--- config.mk ---
export PLATFORM = sky130hd
export DESIGN_NAME = icache_way_select
export DESIGN_NICKNAME = d
export VERILOG_FILES = /design/src/hdl/icache_pkg.sv /design/src/hdl/icache_way_select.sv
export SDC_FILE = /design/constraint.sdc
export NUM_CORES = 1
export LEC_CHECK = 0
export BUFFER_PORTS_ARGS = -buffer_cell sky130_fd_sc_hd__buf_2
export CAP_MARGIN = 10
export CELL_PAD_IN_SITES_DETAIL_PLACEMENT = 1
export CELL_PAD_IN_SITES_GLOBAL_PLACEMENT = 2
export CORE_MARGIN = 2
export CORE_UTILIZATION = 16
export CTS_BUF_LIST = sky130_fd_sc_hd__clkbuf_2
export CTS_CLUSTER_DIAMETER = 120
export DETAILED_ROUTE_END_ITERATION = 7
export GPL_ROUTABILITY_DRIVEN = 1
export GPL_TIMING_DRIVEN = 0
export PLACE_DENSITY_LB_ADDON = 0.15
export SLEW_MARGIN = 20
export SYNTH_ARGS = -nofsm -noshare
export SYNTH_HDL_FRONTEND = slang
export SYNTH_SLANG_ARGS = --single-unit
--- constraint.sdc ---
create_clock -name clk_i -period 3.3 [get_ports clk_i]
set_clock_uncertainty 0.2 [all_clocks]
set_input_delay 0.66 -clock clk_i [delete_from_list [all_inputs] [get_ports clk_i]]
set_output_delay 0.66 -clock clk_i [all_outputs]
set_load 0.02 [all_outputs]
--- src/hdl/icache_pkg.sv ---
/*
 * instruction cache package
 * cache geometry, the fetch address union and the bundles that travel
 * between the core, the cache, the refill memory and the internal stores
 */
package icache_pkg;

  ////////////////////////////////////////
  // geometry
  ////////////////////////////////////////

  localparam int unsigned NUM_WAYS   = 4;
  localparam int unsigned NUM_SETS   = 16;
  localparam int unsigned LINE_WORDS = 4;
  localparam int unsigned ADDR_WIDTH = 32;

  // derived field widths
  localparam int unsigned WAY_IDX_WIDTH  = $clog2(NUM_WAYS);
  localparam int unsigned SET_IDX_WIDTH  = $clog2(NUM_SETS);
  localparam int unsigned WORD_OFS_WIDTH = $clog2(LINE_WORDS);
  localparam int unsigned BYTE_OFS_WIDTH = 2;
  localparam int unsigned LINE_OFS_WIDTH = WORD_OFS_WIDTH + BYTE_OFS_WIDTH;
  localparam int unsigned TAG_WIDTH      = ADDR_WIDTH - SET_IDX_WIDTH - LINE_OFS_WIDTH;

  typedef logic [31:0]            word_t;
  typedef word_t [LINE_WORDS-1:0] line_t;
  typedef logic [TAG_WIDTH-1:0]   tag_t;

  // one physical fetch address, read raw or split into fields
  // the top bit marks the non-cacheable io region
  typedef union packed {
    logic [ADDR_WIDTH-1:0] raw;
    struct packed {
      logic                      io;
      logic [TAG_WIDTH-2:0]      tag_rest;
      logic [SET_IDX_WIDTH-1:0]  set_idx;
      logic [WORD_OFS_WIDTH-1:0] word_ofs;
      logic [BYTE_OFS_WIDTH-1:0] byte_ofs;
    } fields;
  } fetch_addr_u;

  ////////////////////////////////////////
  // port bundles
  ////////////////////////////////////////

  // core to cache
  typedef struct packed {
    logic        req;
    fetch_addr_u addr;
  } fetch_req_t;

  // cache to core
  typedef struct packed {
    logic  ack;
    word_t data;
  } fetch_rsp_t;

  // cache to memory, addr is always line aligned
  typedef struct packed {
    logic                  req;
    logic                  nc;
    logic [ADDR_WIDTH-1:0] addr;
  } refill_req_t;

  // memory to cache, line valid while ack is high
  typedef struct packed {
    logic  ack;
    line_t line;
  } refill_rsp_t;

  // command from the control to tag and data store
  typedef struct packed {
    logic                     rd_en;
    logic                     wr_en;
    logic                     flush_en;
    logic [SET_IDX_WIDTH-1:0] set_idx;
    tag_t                     tag;
  } lookup_t;

endpackage

--- src/hdl/icache_way_select.sv ---
`timescale 1ns/1ps
/*
 * icache way selector
 * picks the fetched word from the hitting way or from the refill line
 * and chooses the way to replace. an invalid way is taken first, with a
 * full set an 8-bit LFSR decides
 */
module icache_way_select import icache_pkg::*; #(
  parameter logic [7:0] LfsrSeed = 8'hA5
) (
  input  logic                      clk_i,
  input  logic                      rst_ni,
  input  logic [NUM_WAYS-1:0]       hit_i,
  input  logic [NUM_WAYS-1:0]       valid_i,
  input  word_t [NUM_WAYS-1:0]      way_words_i,
  input  line_t                     fill_line_i,
  input  logic [WORD_OFS_WIDTH-1:0] word_ofs_i,
  input  logic                      use_fill_i,
  input  logic                      alloc_i,
  output word_t                     word_o,
  output logic [NUM_WAYS-1:0]       victim_o
);

  logic [7:0]               lfsr_q;
  logic                     lfsr_fb;
  logic                     all_valid;
  logic [WAY_IDX_WIDTH-1:0] rnd_way;
  logic [NUM_WAYS-1:0]      first_inv;
  logic [NUM_WAYS-1:0]      rnd_oh;
  logic [NUM_WAYS-1:0]      victim_q;

  ////////////////////////////////////////
  // word select
  ////////////////////////////////////////

  always_comb begin
    word_o = '0;
    if (use_fill_i) begin
      word_o = fill_line_i[word_ofs_i];
    end else begin
      // hit vector is one-hot or zero
      for (int w = 0; w < NUM_WAYS; w++) begin
        if (hit_i[w]) begin
          word_o = way_words_i[w];
        end
      end
    end
  end

  ////////////////////////////////////////
  // replacement
  ////////////////////////////////////////

  assign all_valid = &valid_i;
  assign rnd_way   = lfsr_q[WAY_IDX_WIDTH-1:0];
  // x^8 + x^6 + x^5 + x^4 + 1
  assign lfsr_fb   = lfsr_q[7] ^ lfsr_q[5] ^ lfsr_q[4] ^ lfsr_q[3];

  always_comb begin
    first_inv = '0;
    rnd_oh    = '0;
    // lowest numbered free way wins
    for (int w = NUM_WAYS - 1; w >= 0; w--) begin
      if (!valid_i[w]) begin
        first_inv    = '0;
        first_inv[w] = 1'b1;
      end
    end
    rnd_oh[rnd_way] = 1'b1;
  end

  // victim held from the compare cycle until the refill write
  always_ff @(posedge clk_i or negedge rst_ni) begin
    if (!rst_ni) begin
      victim_q <= NUM_WAYS'(1);
      lfsr_q   <= LfsrSeed;
    end else if (alloc_i) begin
      victim_q <= all_valid ? rnd_oh : first_inv;
      if (all_valid) begin
        lfsr_q <= {lfsr_q[6:0], lfsr_fb};
      end
    end
  end

  assign victim_o = victim_q;

  victim_onehot: assert property (
    @(posedge clk_i) disable iff (!rst_ni) alloc_i |=> $onehot(victim_o))
    else $error("way select: victim is not one-hot");

endmodule

==> impl_metrics.toml <==
[run_status]
status = "finished clean"

[cells_and_area]
fin_util = 0.2844
n_fill_cell = 1799
most-common-layout-cells = "318 x buf_2, 33 x nand2_1, 32 x mux4_2"
layout_commonest_cell = "buf_2"
area_delta_synth_final_pct = 75.16
register_area_um2 = 306.5
drive_gt1_frac = 0.6801
antennaDiodeCount = 0
final_cell_area_um2 = 4103
fin_nets = 818
multi_input_area_um2 = 1821

[yosys]
syn_area_per_cell_um2 = 9.719
seq_area_frac_synth = 0.1309
ys_types = 29
syn_nets = 511
synth_seq_cells = 12
synth.top_cells.by_area = "mux4_2 31%, a221oi_1 11%, o31ai_1 9.6%, o22ai_1 8.0%, dfrtp_1 7.5%"
synthCells = 241
yosys_warnings = 0
yosysTopAreaCellShare = 0.3077
synth_area_um2 = 2342
synth_top_cell_by_area = "mux4_2"

[power]
switching_share = 0.4202
fin_total_pwr_uw = 778.2
max-vdd-ir-drop_mv = 0.08193
intPower_uw = 451.2
combPwrFrac = 0.703
share_seq_of_total_power = 0.198
clkPwrFrac = 0.099
switchingPower_uw = 327.0
power_density_nw_per_um2 = 189.7
p_leak_uw = 0.002054

[drt]
wl_per_cell_um = 19.94
drt-total-wl_um = 14580
dr.pass1.iters = 4
drt.antenna.violating_nets = 0
avgViaCountPerCell = 4.770
drc = 0
via_count = 3487
drt-initial-drc-count = 139

[placement]
dp_hpwl_um = 12590
place_ws_ns = 0.2900
io_buffers = 302
place.gp.congestion = 0.8736
place_area_um2 = 4084

[worst_setup_path]
cp.required_ns = 2.44
cp.buffers_inverters = 4
r2r_end = "lfsr_q[0]$_DFFE_PN1P_"
slowest_delay_ns = 0.46
critPathCaptureType = "output pin"
critPathTopFamily = "buffers and inverters"
critPathArrivalTime_ns = 2.09
rrSetupSlack_ns = 2.01
crit_slowest_cell = "clkbuf_1"
cp.depth = 6
start_kind = "input pin"
cp_cell_sequence = "buf_2 > inv_1 > clkbuf_1 > o22ai_1 > o31ai_1 > buf_2"
crit_fanout = 10
r2r-start = "lfsr_q[5]$_DFFE_PN1P_"
crit_top_cell = "buf_2"
rr_worst_depth = 3
crit_type = "input pin to output pin"

[die]
boundaryPins = 306
core_area_um2 = 14420
rows = 44
die_h_um = 125.0
die-area_um2 = 15620
initial_core_util = 0.1624
die_w_um = 125.0

[global_routing]
grt_pass1_vias = 3825
grt_use_total = 0.1776
grt_pass1_wl_um = 22190
grt_max_degree = 13
antenna_found_initial = 0
overflow = 0

[clock_network]
h-tree-depth = 1
clock_latency_ns = 0.27
postCtsSetupBuffers = 0
cts_hold_buf = 0
numCtsBuffers = 3
cts_tree = "built"
cts_root_buffer = "clkbuf_2"
cts_buffer_depth = 2
clkSinkCount = 12
clk_pin_slew_ns = 0.12
ctsResizeCount = 0

[sta]
finalHoldViolCount = 0
fmax_ghz = 0.3390
fin_ws_ns = 0.3500
tightest_slew_ns = 0.5717
rsz0062_at_grt = "false"
maxSlewHeadroom = 0.6189
setup_viol_count_final = 0
setup_tns_ns = 0
min_period_ns = 2.950
slew_violations = 0
final.period_utilization = 0.8939

[flow_run]
max_cap_violations = 0

[min_path]
min_path_type = "input pin to asynchronous set/reset pin"
## flip-flops by register name, indices dropped and copies added (netlist names)
| register | cells |
|---|---|
| lfsr_q | 8 |
| victim_o | 4 |
## layout make-up
cell class	count	area share
Sequential cell	12	0.07472
Inverter	4	0.003660
Multi-Input combinational cell	194	0.4437
Buffer	31	0.04880
Tap cell	184	0.05611
Timing Repair Buffer	302	0.3684
Clock inverter	1	0.0009149
Clock buffer	3	0.003660
## through the flow
| step | std cells | hold WS [ns] |
|---|---|---|
| 3_3_place_gp | 727 | 0.2689 |
| 4_1_cts | 731 | 0.03021 |
| 2_1_floorplan | 241 | 0.1644 |
| 3_5_place_dp | 727 | 0.2657 |
| 5_1_grt | 731 | 0.009454 |
| 6_report | 731 | 0.03888 |
## cells by family (layout without fill, tap and decap cells)
family	count (synthesis)	in the layout	share of synthesized area
AO/OA/AOI/OAI	105	105	0.3301
multiplexers	40	40	0.3462
XOR/XNOR	3	3	0.01122
buffers and inverters	35	341	0.09188
AND/OR/NAND/NOR	46	46	0.08975
flip-flops	12	12	0.1309
## Yosys cell counts
| cell type | count |
|---|---|
| nand2_1 | 33 |
| mux4_2 | 32 |
| a221oi_1 | 30 |
| o22ai_1 | 30 |
| o31ai_1 | 30 |
| buf_2 | 16 |
| clkbuf_1 | 10 |
| a21oi_1 | 8 |
| mux2_2 | 8 |
| dfrtp_1 | 7 |
| dfstp_2 | 5 |
| inv_1 | 4 |
| buf_12 | 3 |
| nor2b_1 | 3 |
| a21o_1 | 2 |
| a221o_1 | 2 |
| buf_6 | 2 |
| nand3b_1 | 2 |
| nand4_1 | 2 |
| o22a_1 | 2 |
| xnor2_1 | 2 |
| nand2b_1 | 1 |
| nand4b_1 | 1 |
| nor3_1 | 1 |
| nor3b_1 | 1 |
| o21ai_0 | 1 |
| or2_1 | 1 |
| or2_2 | 1 |
| xor2_1 | 1 |
## worst max-delay path by stage
| stage | startpoint | end | slack, ns |
|---|---|---|---|
| finish | hit_i[3] | word_o[23] | 0.35 |
| global route | hit_i[3] | word_o[23] | 0.19 |
| CTS | hit_i[3] | word_o[23] | 0.29 |
| detailed placement | hit_i[3] | word_o[23] | 0.29 |
| global placement | hit_i[3] | word_o[23] | 0.34 |
| floorplan | hit_i[1] | word_o[0] | 0.62 |
## metal layers
layer	routed length [um]	track usage	part of all wire
met1	6056	0.2241	0.42
met2	7587	0.3293	0.52
met3	724	0.02097	0.050
met4	210	0.02941	0.014
met5	0	0	0
## power by group through the flow
stage | sequential [uW] | clock [uW] | combinational, uW
finish | 154 | 77.4 | 547
global route | 155 | 96.0 | 596
CTS | 154 | 82.8 | 554
detailed placement | 156 | 0 | 552
global placement | 156 | 0 | 546
floorplan | 161 | 0 | 273
Power figures use the tool's default switching activity.
