`src/hdl/icache_pkg.sv`:
```
/*
 * instruction cache package
 * cache geometry, the fetch address union and the bundles that travel
 * between the core, the cache, the refill memory and the internal stores
 */
package icache_pkg;

  ////////////////////////////////////////
  // geometry
  ////////////////////////////////////////

  localparam int unsigned NUM_WAYS   = 4;
  localparam int unsigned NUM_SETS   = 16;
  localparam int unsigned LINE_WORDS = 4;
  localparam int unsigned ADDR_WIDTH = 32;

  // derived field widths
  localparam int unsigned WAY_IDX_WIDTH  = $clog2(NUM_WAYS);
  localparam int unsigned SET_IDX_WIDTH  = $clog2(NUM_SETS);
  localparam int unsigned WORD_OFS_WIDTH = $clog2(LINE_WORDS);
  localparam int unsigned BYTE_OFS_WIDTH = 2;
  localparam int unsigned LINE_OFS_WIDTH = WORD_OFS_WIDTH + BYTE_OFS_WIDTH;
  localparam int unsigned TAG_WIDTH      = ADDR_WIDTH - SET_IDX_WIDTH - LINE_OFS_WIDTH;

  typedef logic [31:0]            word_t;
  typedef word_t [LINE_WORDS-1:0] line_t;
  typedef logic [TAG_WIDTH-1:0]   tag_t;

  // one physical fetch address, read raw or split into fields
  // the top bit marks the non-cacheable io region
  typedef union packed {
    logic [ADDR_WIDTH-1:0] raw;
    struct packed {
      logic                      io;
      logic [TAG_WIDTH-2:0]      tag_rest;
      logic [SET_IDX_WIDTH-1:0]  set_idx;
      logic [WORD_OFS_WIDTH-1:0] word_ofs;
      logic [BYTE_OFS_WIDTH-1:0] byte_ofs;
    } fields;
  } fetch_addr_u;

  ////////////////////////////////////////
  // port bundles
  ////////////////////////////////////////

  // core to cache
  typedef struct packed {
    logic        req;
    fetch_addr_u addr;
  } fetch_req_t;

  // cache to core
  typedef struct packed {
    logic  ack;
    word_t data;
  } fetch_rsp_t;

  // cache to memory, addr is always line aligned
  typedef struct packed {
    logic                  req;
    logic                  nc;
    logic [ADDR_WIDTH-1:0] addr;
  } refill_req_t;

  // memory to cache, line valid while ack is high
  typedef struct packed {
    logic  ack;
    line_t line;
  } refill_rsp_t;

  // command from the control to tag and data store
  typedef struct packed {
    logic                     rd_en;
    logic                     wr_en;
    logic                     flush_en;
    logic [SET_IDX_WIDTH-1:0] set_idx;
    tag_t                     tag;
  } lookup_t;

endpackage

```
`src/hdl/icache_tag_store.sv`:
```
`timescale 1ns/1ps
/*
 * icache tag store
 * per-way tag arrays and valid bits, registered read and tag compare,
 * allocation into the victim way and the set-by-set flush sweep
 */
module icache_tag_store import icache_pkg::*; (
  input  logic                clk_i,
  input  logic                rst_ni,
  input  lookup_t             lookup_i,
  input  logic [NUM_WAYS-1:0] victim_i,
  output logic [NUM_WAYS-1:0] hit_o,
  output logic [NUM_WAYS-1:0] valid_o,
  output logic                flush_done_o
);

  // valid bits per way and set
  logic [NUM_WAYS-1:0][NUM_SETS-1:0] valid_q;
  // set pointer of the flush sweep
  logic [SET_IDX_WIDTH-1:0]          flush_cnt_q;
  // read port registers
  tag_t                              tag_rd_q [NUM_WAYS];
  logic [NUM_WAYS-1:0]               valid_rd_q;
  tag_t                              cmp_tag_q;
  // way already holding the tag that is written
  logic [NUM_WAYS-1:0]               dup_tag;

  ////////////////////////////////////////
  // flush sweep
  ////////////////////////////////////////

  // last set of the sweep reached
  assign flush_done_o = lookup_i.flush_en & (flush_cnt_q == SET_IDX_WIDTH'(NUM_SETS - 1));

  always_ff @(posedge clk_i or negedge rst_ni) begin
    if (!rst_ni) begin
      flush_cnt_q <= '0;
    end else if (flush_done_o) begin
      flush_cnt_q <= '0;
    end else if (lookup_i.flush_en) begin
      flush_cnt_q <= flush_cnt_q + 1'b1;
    end
  end

  // flush clears one set in all ways, a write sets the victim bit
  always_ff @(posedge clk_i or negedge rst_ni) begin
    if (!rst_ni) begin
      valid_q    <= '0;
      valid_rd_q <= '0;
    end else begin
      for (int w = 0; w < NUM_WAYS; w++) begin
        if (lookup_i.flush_en) begin
          valid_q[w][flush_cnt_q] <= 1'b0;
        end else if (lookup_i.wr_en && victim_i[w]) begin
          valid_q[w][lookup_i.set_idx] <= 1'b1;
        end
        if (lookup_i.rd_en) begin
          valid_rd_q[w] <= valid_q[w][lookup_i.set_idx];
        end
      end
    end
  end

  // lookup tag kept next to the read data
  always_ff @(posedge clk_i) begin
    if (lookup_i.rd_en) begin
      cmp_tag_q <= lookup_i.tag;
    end
  end

  ////////////////////////////////////////
  // tag arrays and compare
  ////////////////////////////////////////

  for (genvar w = 0; w < NUM_WAYS; w++) begin : gen_way
    tag_t tag_mem [NUM_SETS];

    always_ff @(posedge clk_i) begin
      if (lookup_i.wr_en && victim_i[w]) begin
        tag_mem[lookup_i.set_idx] <= lookup_i.tag;
      end
      if (lookup_i.rd_en) begin
        tag_rd_q[w] <= tag_mem[lookup_i.set_idx];
      end
    end

    assign hit_o[w]   = valid_rd_q[w] & (tag_rd_q[w] == cmp_tag_q);
    assign dup_tag[w] = valid_q[w][lookup_i.set_idx] & (tag_mem[lookup_i.set_idx] == lookup_i.tag);
  end

  assign valid_o = valid_rd_q;

  // a read yields at most one matching way
  hit_onehot: assert property (
    @(posedge clk_i) disable iff (!rst_ni) lookup_i.rd_en |=> $onehot0(hit_o))
    else $error("tag store: more than one way hits");

  // the control only allocates lines that missed
  no_dup_alloc: assert property (
    @(posedge clk_i) disable iff (!rst_ni) lookup_i.wr_en |-> !(|dup_tag))
    else $error("tag store: line allocated twice in one set");

endmodule

```
`config.mk`:
```
export PLATFORM = sky130hd
export DESIGN_NAME = icache_tag_store
export DESIGN_NICKNAME = d
export VERILOG_FILES = /design/src/hdl/icache_pkg.sv /design/src/hdl/icache_tag_store.sv
export SDC_FILE = /design/constraint.sdc
export NUM_CORES = 2
export LEC_CHECK = 0
export ABC_AREA = 1
export BUFFER_PORTS_ARGS = -buffer_cell sky130_fd_sc_hd__buf_2
export CAP_MARGIN = 30
export CORE_UTILIZATION = 35
export DETAILED_ROUTE_END_ITERATION = 10
export GPL_TIMING_DRIVEN = 1
export REMOVE_ABC_BUFFERS = 1
export SLEW_MARGIN = 20
export SYNTH_ARGS = -nofsm -noshare
export SYNTH_HDL_FRONTEND = slang
export SYNTH_SLANG_ARGS = --single-unit
```
`constraint.sdc`:
```
create_clock -name clk_i -period 1.7 [get_ports clk_i]
set_clock_uncertainty 0.2 [all_clocks]
set_input_delay 0.34 -clock clk_i [delete_from_list [all_inputs] [get_ports clk_i]]
set_output_delay 0.34 -clock clk_i [all_outputs]
set_load 0.02 [all_outputs]
```
==> impl_results.md <==
* Run status: complete, but fails checks
* Violated checks: hold timing, setup timing
* DIE WIDTH at approximately 440 µm
* Fmax at ~330 MHz
* Die H at approximately 440 µm
* CP top delay family: buffers and inverters
* Deepest clock path buffer count at 3
* I/O pin count at 46
* Post-place instance area at 0.0742 mm²
* Main synth FF type: edfxtp_1
* Layout Cells excl Fill at 8,038
* RSZ-0062 raised after global routing: true
* Slew Limit Fails at 0
* Total number of vias at about 42,000
* Reg clk slew, reported paths at 60 ps
* Die Footprint at around 0.19 mm²
* Iter 0 DRT Violations at between 4,000 and 5,000
* Reg-to-reg startpoint: flush_cnt_q[0]
* CP max FO at 5
* Hold_buf cts at 32
* Ys Warns at 0
* Root Buffer: clkbuf_16
* WL met3 at between 10,000 and 15,000 µm
* Peak supply drop at 1.10 mV
* DRC errors left at 0
* Num rows at ~160
* PD cells at 1140 mW/mm²
* CTS tree: yes
* Fin crit period at 3000 ps
* Port bufs at 45
* Routed WL per cell at around 23 µm
* Yosys reg bits at 1,728
* Start point of the worst hold path: lookup_i[28]
* Met2 WL at between 90,000 and 100,000 µm
* Number of synthesized flops with an enable pin at roughly 1,700
* Yosys top cell by area: edfxtp_1
* Number of global-route vias before repair at around 40,000
* Worst setup SP type: flop
* Leak at 0.0275 µW
* Synth area leaders: edfxtp_1 (75%), nand2_1 (11%), nand4_1 (3.6%)
* Worst Path Required at roughly 1200 ps
* Max-cap violations at 0
* Total GRT Usage at 19.5%
* Via/cell ratio at roughly 5.2
* WS Path Type: reg -> out
* Avg Cell Area, Syn at between 10 and 15 µm²
* CP endpoint kind: output port
* CP startpoint: cmp_tag_q[17]
* Min Hold Slack at -106 ps
* Core area at around 0.19 mm²
* Clk_lat worst skew at 820 ps
* FILL cells at between 15,000 and 20,000
* Cells after Synth at 4,915
* Reg2Reg Setup Slack at approximately 70 ps
* Share of cells above drive strength 1 at 15.9%
* Final period util at 176%
* Max layer used: met4
* Final Setup Violations at 9
* Placed wire-length estimate at roughly 110,000 µm
* Largest net degree at the start of global routing at between 60 and 70
* Relative slew slack at 53.4%
* Post-Syn Area at between 0.06 and 0.07 mm²
* Final ANT Viol Nets at 0
* TNS Setup at -7190 ps
* Top-count cell post-synth: nand2_1
* Routed WL at roughly 190,000 µm
* H-Tree Depth at 4
* Layout area overhead at 21.1%
* Initial antenna violation count at 8
* DRT Pass-1 Iters at 5
* Register area share after synthesis at roughly 78%
* Initial core utilization at roughly a third
* Nets at between 5,000 and 6,000
* Post-route setup slack at -1300 ps
* GP Congestion at between 0.8 and 0.9
* Buf/Inv on CP at 4
* Slowest Stage Delay on Critical Path at between 400 and 500 ps
* Top cell type's share of synthesized area at about three quarters
* GRT overflow at 0
* First-pass GRT wire length at between 200,000 and 300,000 µm
* WP data arrival at ~2500 ps
* Worst path cell trace: clkinvlp_4 > buf_6 > nand2_2 > nand2_1 > nor2_1 > nand2_1 > nor2_1 > nand2_1 > nor2_1 > buf_4 > buf_6
* Num CTS Buffers at between 150 and 200
* Yosys cell types at 33
* Clk sinks at around 1,700
* Metal-1 WL at approximately 78,000 µm
* Slew @ Worst Pin at 697 ps
* Most common library cells after synthesis: nand2_1 (1,892), edfxtp_1 (1,656), nand4_1 (385), a22oi_1 (192), nor2_1 (185)
* Ys async rst share at approximately 4.2%
* Tightest Hold Check Type: in -> reg
* Layout Cell Area excl Fill at about 0.08 mm²
* Final hold vios at 2
* Inst Count DP at a little under 8,000
* Worst path slowest cell: edfxtp_1
-- power by group --
part           switching (µW)  internal, µW  leakage (µW)
Combinational            4840          2720       0.00911
Sequential                770         48100        0.0160
Clock                   15600         19100       0.00241
Total                   21200         70000        0.0275
-- sequential cells by signal (all words and copies together), names as in the netlist --
| register | cells |
|---|---|
| gen_way.tag_mem | 1536 |
| tag_rd_q | 96 |
| valid_q | 64 |
| cmp_tag_q | 24 |
| flush_cnt_q | 4 |
| valid_o | 4 |
-- cells by family (layout without fill, tap and decap cells) --
family,after synthesis,after routing,share of synthesized area [%]
AND/OR/NAND/NOR,2501,2501,15.8
flip-flops,1728,1728,78.0
buffers and inverters,325,952,2.45
AO/OA/AOI/OAI,325,325,3.27
XOR/XNOR,32,32,0.424
adder cells (fa/ha/maj),4,4,0.0757
other,0,1,0
-- cell usage in the layout, fill, tap and decap left out, drive strengths merged, types with 4 or more instances in the layout --
cell type and instances:
dlygate4sd3 31, nor2 188, nor3 10, ha 4, o21ai 78, xnor2 15
nand4 385, clkinv 61, xor2 17, bufinv 7, dfrtp 72, o22ai 22
nand2 1899, or2 5, edfxtp 1656, clkinvlp 11, a21oi 24, inv 91
clkbuf 219, a22oi 192, nand3 13, buf 532
-- per-stage QoR --
| step | util [%] | power, µW | setup WS [ps] |
|---|---|---|---|
| 2_1_floorplan | - | 52800 | -4820 |
| 4_1_cts | 42.6 | 91500 | -1350 |
| 6_report | 42.6 | 91200 | -1300 |
| 3_3_place_gp | 39.6 | 56700 | -736 |
| 5_1_grt | 42.6 | 93900 | -1430 |
| 3_5_place_dp | 39.6 | 56900 | -730 |
-- worst min-delay path: stages --
cell	delay, ps
buf_2	200
nand2_2	110
inv_2	40
nand2_1	60
nand2_1	50
inv_1	40
-- per-layer routing --
metal,vias up,global-route usage [%]
li1,18700,-
met1,21000,26.2
met2,1617,32.4
met3,323,2.93
met4,0,6.47
met5,-,0
-- worst paths after layout --
check,endpoint,cells past startpoint
worst max-delay path,hit_o[2],11
worst min-delay path,flush_cnt_q[2],6
worst max register to register,valid_q[38],8
worst min register to register,valid_q[23],2
max in group asynchronous,flush_cnt_q[2],4
min in group asynchronous,valid_o[0],3
-- cell type report --
type                            count  area [µm²]  area share, %
Antenna cell                        1        2.50        0.00313
Clock buffer                      219        4370           5.46
Clock inverter                     75         616          0.769
Inverter                           95         428          0.535
Multi-Input combinational cell   2862       13400           16.8
Sequential cell                  1728       51500           64.4
Tap cell                         2495        3120           3.90
Timing Repair Buffer              563        6490           8.12
-- what timing repair did --
| action | 4_1_cts | 5_1_grt |
|---|---|---|
| setup endpoints to repair | 22 | 59 |
| pin swaps | 18 | 14 |
| endpoints found under the hold margin | 1715 | 2 |
| gates resized for setup | 67 | 37 |
| setup buffers | 17 | 9 |
No activity file was read; power rests on OpenSTA's default activity.
