**src/hdl/icache_pkg.sv**
```systemverilog
/*
 * instruction cache package
 * cache geometry, the fetch address union and the bundles that travel
 * between the core, the cache, the refill memory and the internal stores
 */
package icache_pkg;

  ////////////////////////////////////////
  // geometry
  ////////////////////////////////////////

  localparam int unsigned NUM_WAYS   = 4;
  localparam int unsigned NUM_SETS   = 16;
  localparam int unsigned LINE_WORDS = 4;
  localparam int unsigned ADDR_WIDTH = 32;

  // derived field widths
  localparam int unsigned WAY_IDX_WIDTH  = $clog2(NUM_WAYS);
  localparam int unsigned SET_IDX_WIDTH  = $clog2(NUM_SETS);
  localparam int unsigned WORD_OFS_WIDTH = $clog2(LINE_WORDS);
  localparam int unsigned BYTE_OFS_WIDTH = 2;
  localparam int unsigned LINE_OFS_WIDTH = WORD_OFS_WIDTH + BYTE_OFS_WIDTH;
  localparam int unsigned TAG_WIDTH      = ADDR_WIDTH - SET_IDX_WIDTH - LINE_OFS_WIDTH;

  typedef logic [31:0]            word_t;
  typedef word_t [LINE_WORDS-1:0] line_t;
  typedef logic [TAG_WIDTH-1:0]   tag_t;

  // one physical fetch address, read raw or split into fields
  // the top bit marks the non-cacheable io region
  typedef union packed {
    logic [ADDR_WIDTH-1:0] raw;
    struct packed {
      logic                      io;
      logic [TAG_WIDTH-2:0]      tag_rest;
      logic [SET_IDX_WIDTH-1:0]  set_idx;
      logic [WORD_OFS_WIDTH-1:0] word_ofs;
      logic [BYTE_OFS_WIDTH-1:0] byte_ofs;
    } fields;
  } fetch_addr_u;

  ////////////////////////////////////////
  // port bundles
  ////////////////////////////////////////

  // core to cache
  typedef struct packed {
    logic        req;
    fetch_addr_u addr;
  } fetch_req_t;

  // cache to core
  typedef struct packed {
    logic  ack;
    word_t data;
  } fetch_rsp_t;

  // cache to memory, addr is always line aligned
  typedef struct packed {
    logic                  req;
    logic                  nc;
    logic [ADDR_WIDTH-1:0] addr;
  } refill_req_t;

  // memory to cache, line valid while ack is high
  typedef struct packed {
    logic  ack;
    line_t line;
  } refill_rsp_t;

  // command from the control to tag and data store
  typedef struct packed {
    logic                     rd_en;
    logic                     wr_en;
    logic                     flush_en;
    logic [SET_IDX_WIDTH-1:0] set_idx;
    tag_t                     tag;
  } lookup_t;

endpackage

```
**src/hdl/icache_ctrl.sv**
```systemverilog
`timescale 1ns/1ps
/*
 * icache control
 * main FSM of the cache. runs the fetch and refill handshakes, decides
 * non-cacheable fetches, keeps the enable, sweeps flushes and pulses
 * the miss counter
 */
module icache_ctrl import icache_pkg::*; (
  input  logic                clk_i,
  input  logic                rst_ni,
  input  logic                en_i,
  input  logic                flush_i,
  input  fetch_req_t          fetch_req_i,
  output fetch_rsp_t          fetch_rsp_o,
  output refill_req_t         refill_req_o,
  input  refill_rsp_t         refill_rsp_i,
  input  logic [NUM_WAYS-1:0] hit_i,
  input  logic                flush_done_i,
  input  word_t               word_i,
  output lookup_t             lookup_o,
  output logic                use_fill_o,
  output logic                alloc_o,
  output logic                miss_o,
  output logic                busy_o
);

  typedef enum logic [2:0] {
    FLUSH, IDLE, LOOKUP, COMPARE, REFILL, REFILL_RELEASE, RESPOND
  } state_e;

  state_e      state_d, state_q;
  logic        cache_en_d, cache_en_q;
  logic        flush_d, flush_q;
  logic        nc_d, nc_q;
  logic        ack_d, ack_q;
  fetch_addr_u addr_d, addr_q;
  word_t       data_d, data_q;
  logic        cacheable_miss;

  ////////////////////////////////////////
  // outputs
  ////////////////////////////////////////

  // only cacheable misses allocate and count
  assign cacheable_miss = (state_q == COMPARE) & ~nc_q & ~(|hit_i);
  assign alloc_o        = cacheable_miss;
  assign miss_o         = cacheable_miss;
  assign busy_o         = (state_q == FLUSH);
  assign use_fill_o     = (state_q == REFILL);

  assign fetch_rsp_o.ack  = ack_q;
  assign fetch_rsp_o.data = data_q;

  // whole line is requested even for nc
  assign refill_req_o.req  = (state_q == REFILL);
  assign refill_req_o.nc   = nc_q;
  assign refill_req_o.addr = {addr_q.raw[ADDR_WIDTH-1:LINE_OFS_WIDTH], {LINE_OFS_WIDTH{1'b0}}};

  assign lookup_o.rd_en    = (state_q == LOOKUP);
  assign lookup_o.wr_en    = (state_q == REFILL) & refill_rsp_i.ack & ~nc_q;
  assign lookup_o.flush_en = (state_q == FLUSH);
  assign lookup_o.set_idx  = addr_q.fields.set_idx;
  assign lookup_o.tag      = addr_q.raw[ADDR_WIDTH-1 -: TAG_WIDTH];

  ////////////////////////////////////////
  // main FSM
  ////////////////////////////////////////

  always_comb begin
    state_d    = state_q;
    // disabling takes effect at once, enabling goes via flush
    cache_en_d = cache_en_q & en_i;
    flush_d    = flush_q | flush_i;
    nc_d       = nc_q;
    addr_d     = addr_q;
    data_d     = data_q;
    // ack drops the cycle after req is seen low
    ack_d      = ack_q & fetch_req_i.req;

    unique case (state_q)
      FLUSH: begin
        if (flush_done_i) begin
          state_d    = IDLE;
          flush_d    = 1'b0;
          cache_en_d = en_i;
        end
      end
      IDLE: begin
        if (flush_d || (en_i && !cache_en_q)) begin
          state_d = FLUSH;
        end else if (fetch_req_i.req && !ack_q) begin
          addr_d  = fetch_req_i.addr;
          nc_d    = fetch_req_i.addr.fields.io | ~cache_en_d;
          state_d = LOOKUP;
        end
      end
      // arrays read in this cycle
      LOOKUP: begin
        state_d = COMPARE;
      end
      COMPARE: begin
        if (!nc_q && (|hit_i)) begin
          ack_d   = 1'b1;
          data_d  = word_i;
          state_d = RESPOND;
        end else begin
          state_d = REFILL;
        end
      end
      // word taken straight from the refill line
      REFILL: begin
        if (refill_rsp_i.ack) begin
          ack_d   = 1'b1;
          data_d  = word_i;
          state_d = REFILL_RELEASE;
        end
      end
      REFILL_RELEASE: begin
        if (!refill_rsp_i.ack) begin
          state_d = RESPOND;
        end
      end
      RESPOND: begin
        if (!ack_q || !fetch_req_i.req) begin
          state_d = IDLE;
        end
      end
      default: begin
        state_d = FLUSH;
      end
    endcase
  end

  always_ff @(posedge clk_i or negedge rst_ni) begin
    if (!rst_ni) begin
      state_q    <= FLUSH;
      cache_en_q <= 1'b0;
      flush_q    <= 1'b0;
      nc_q       <= 1'b0;
      ack_q      <= 1'b0;
    end else begin
      state_q    <= state_d;
      cache_en_q <= cache_en_d;
      flush_q    <= flush_d;
      nc_q       <= nc_d;
      ack_q      <= ack_d;
    end
  end

  always_ff @(posedge clk_i) begin
    addr_q <= addr_d;
    data_q <= data_d;
  end

  legal_state: assert property (
    @(posedge clk_i) disable iff (!rst_ni)
    state_q inside {FLUSH, IDLE, LOOKUP, COMPARE, REFILL, REFILL_RELEASE, RESPOND})
    else $error("icache ctrl: illegal FSM state");

  // four-phase refill, previous ack must be gone first
  refill_req_rise: assert property (
    @(posedge clk_i) disable iff (!rst_ni) $rose(refill_req_o.req) |-> !refill_rsp_i.ack)
    else $error("icache ctrl: refill req raised while ack still high");

endmodule

```
**config.mk**
```make
export PLATFORM = sky130hd
export DESIGN_NAME = icache_ctrl
export DESIGN_NICKNAME = d
export VERILOG_FILES = /design/src/hdl/icache_pkg.sv /design/src/hdl/icache_ctrl.sv
export SDC_FILE = /design/constraint.sdc
export NUM_CORES = 1
export LEC_CHECK = 0
export BUFFER_PORTS_ARGS = -buffer_cell sky130_fd_sc_hd__buf_2
export CAP_MARGIN = 20
export CORE_AREA = 2 2 118 120
export CTS_CLUSTER_SIZE = 20
export DETAILED_ROUTE_END_ITERATION = 8
export DIE_AREA = 0 0 120 122
export GPL_TIMING_DRIVEN = 0
export HOLD_SLACK_MARGIN = 0.05
export PLACE_DENSITY_LB_ADDON = 0.08
export RECOVER_POWER = 25
export SLEW_MARGIN = 25
export SYNTH_ARGS = -nofsm -noshare
export SYNTH_HDL_FRONTEND = slang
export SYNTH_SLANG_ARGS = --single-unit
```
**constraint.sdc**
```tcl
create_clock -name clk_i -period 7.65 [get_ports clk_i]
set_input_delay 1.1475 -clock clk_i [delete_from_list [all_inputs] [get_ports clk_i]]
set_output_delay 1.1475 -clock clk_i [all_outputs]
set_load 0.1 [all_outputs]
```
==> results.txt <==
slowest stage delay, CP: 410 ps
Worst setup EP type: output pin
drt pass-1 iters: 4
Skew-Pair Late Insertion Delay: 320 ps
Vias: 1846
total die area: 14600 um^2
TritonCTS Buffers: 9
Clk pin slew, worst setup/hold paths: 50 ps
synthesized area: 2540 um^2
hold crit path type: reg -> reg
Clock Skew: 6.04 ps
delay-heaviest family, CP: simple AND/OR/NAND/NOR gates
placed cells: 504
final max-slew violation count: 0
htree depth: 3
ANT nets after route: 0
Total Routing Usage GR: 0.0891
final worst path period need: 3620 ps
Syn. warnings: 0
Net Switching: 0.678 mW
Final Cycle Share: 0.473
Post-CTS Hold Fix Bufs: 0
Post-DP HPWL: 5.43 mm
Port-buffer cells: 168
design area: 3960 um^2
commonest non-fill, non-tap cell in the layout: buf_2
FFs w/ async S/R, synth: 0.104
outcome: complete, no violations
multi-input logic area: 295 um^2
number of remaining DRC errors: 0
number of synthesized register bits: 67
Fmax achieved: 276 MHz
Clock Tree Root: clkbuf_16
Cell Rows: 43
Buf/Inv on CP: 3
Pint: 0.814 mW
Filler cells: 1415
Post CTS Setup Buffer Count: 0
initial antenna violation count: 0
GP Congestion: 0.660
Core Box Area: 13500 um^2
Setup TNS Final: 0 ps
Post-Route WL: 6.77 mm
sequential share of power: 0.328
hold path cells: 2
worst-path maximum fanout: 2
final net count: 538
synthesized instance count: 148
Unique masters post-synth: 31
CTS max path bufs: 2
DR iter-0 viols: 57
Die Y: 122 um
WL per Instance: 13.1 um
register area: 1980 um^2
first-pass GRT wire length: 9.69 mm
critical-path cell list: buf_2, nor4_1, nor3b_1, buf_4, buf_2
Final Non-Filler Cells: 518
ys flop type: edfxtp_1
most frequent cells in the layout: buf_2, edfxtp_1, buf_4
# setup viols final: 0
CTS sink count: 67
PwrDens: 377 nW/um^2
vias in the first global route: 1769
Logic pwr share: 0.414
fraction of layout instances using a drive strength above 1: 0.678
Synth-to-Final Area Change: 55.5%
RSZ-0062 raised after global routing: false
Lkg Pwr: 1.76 nW
largest net degree at the start of global routing: 14
Clock power frac: 0.258
number of synthesized flops with an enable pin: 60
grt ovf: 0
Vias/cell: 3.56
chip width: 120 um
WP data required: 6500 ps
sequential share of the synthesized area: 0.777
Antenna Cells: 0
Top cell by count, worst path: buf_2
Resized cells post-CTS: 0
Peak VDD IR: 0.190 mV
cells on worst reg2reg path: 5
slowest cell on the critical path: buf_2
maxcap violations: 0
Setup Crit Path Kind: in -> out
Tightest Pin Transition: 531 ps
CTS tree: done
relative slew slack: 0.646
I/O pin cnt: 305
Net Sw Frac: 0.454
starting density of the core: 0.188
Placed Area: 3680 um^2
fin util: 0.293
Worst path depth: 5
worst path arrival time: 2470 ps
Syn Area/Cell: 17.2 um^2
final hold vios: 0
nature of the critical path startpoint: input pin
metrics by stage:
step	power, mW	hold WS [ps]	worst slack [ps]
6_report	1.49	549	4030
5_1_grt	1.55	590	3940
4_1_cts	1.51	554	4040
3_5_place_dp	1.12	538	4050
3_3_place_gp	1.11	537	2220
2_1_floorplan	1.01	496	2180
metal layers:
metal  vias to the layer above  GRT usage  routed length, um
met5                         -          0                  0
met4                         0     0.0397                119
met3                         8     0.0290                438
met2                        79      0.148               3530
met1                       885      0.105               2680
li1                        874          -                  -
synth_stat cells, types with 2 or more instances:
library cell | n | area [um^2]
edfxtp_1 | 60 | 1800
buf_4 | 38 | 285
dfrtp_1 | 7 | 175
a21oi_1 | 4 | 20.0
nand2_1 | 3 | 11.3
nand2b_1 | 3 | 18.8
nor2_1 | 3 | 11.3
o21ai_1 | 3 | 15.0
nand3b_1 | 2 | 15.0
nor3_1 | 2 | 10.0
nor3b_1 | 2 | 15.0
nor4_1 | 2 | 12.5
registers in the layout, summed over array words and instances (netlist names):
signal / cells
ack_q: 1
addr_q: 28
cache_en_q: 1
data_q: 32
flush_q: 1
nc_q: 1
state_q: 3
power groups by stage:
| stage | sequential, mW | clock, mW | combinational (mW) |
|---|---|---|---|
| after global routing | 0.495 | 0.414 | 0.643 |
| final | 0.489 | 0.386 | 0.618 |
| after floorplan | 0.748 | 0 | 0.262 |
| after CTS | 0.490 | 0.401 | 0.624 |
| after global placement | 0.501 | 0 | 0.607 |
| after detailed placement | 0.497 | 0 | 0.623 |
worst reg2reg max path: stages, from the launching register on:
cell and delay [ps]:
dfrtp_1 400, nand2b_4 170, nor4_4 370, buf_4 270, buf_4 220, buf_4 210
layout make-up:
cell class                 count  share of cell area
sequential                    67               0.500
timing repair buffer         173               0.225
multi-input combinational     43              0.0746
buffer                        40              0.0743
clock buffer                  10              0.0579
tap                          180              0.0569
clock inverter                 4              0.0111
inverter                       1            0.000949
kinds of logic after synthesis:
| kind of cell | count (synthesis) | synth area share |
|---|---|---|
| AOI/OAI and AO/OA | 14 | 0.0359 |
| buffers and inverters | 41 | 0.117 |
| DFF | 67 | 0.777 |
| muxes | 1 | 0.00442 |
| other | 1 | 0.00147 |
| and+or+nand+nor | 24 | 0.0644 |
path summary, 6_finish.rpt:
kind,startpoint,endpoint,slack [ps]
max reg2reg,ack_q,addr_q[8],5710
min,flush_q,flush_q,550
min in group asynchronous,rst_ni,ack_q,750
max in group asynchronous,rst_ni,nc_q,6590
min reg2reg,flush_q,flush_q,550
max,hit_i[1],miss_o,4030
No activity file was read; power rests on OpenSTA's default activity.
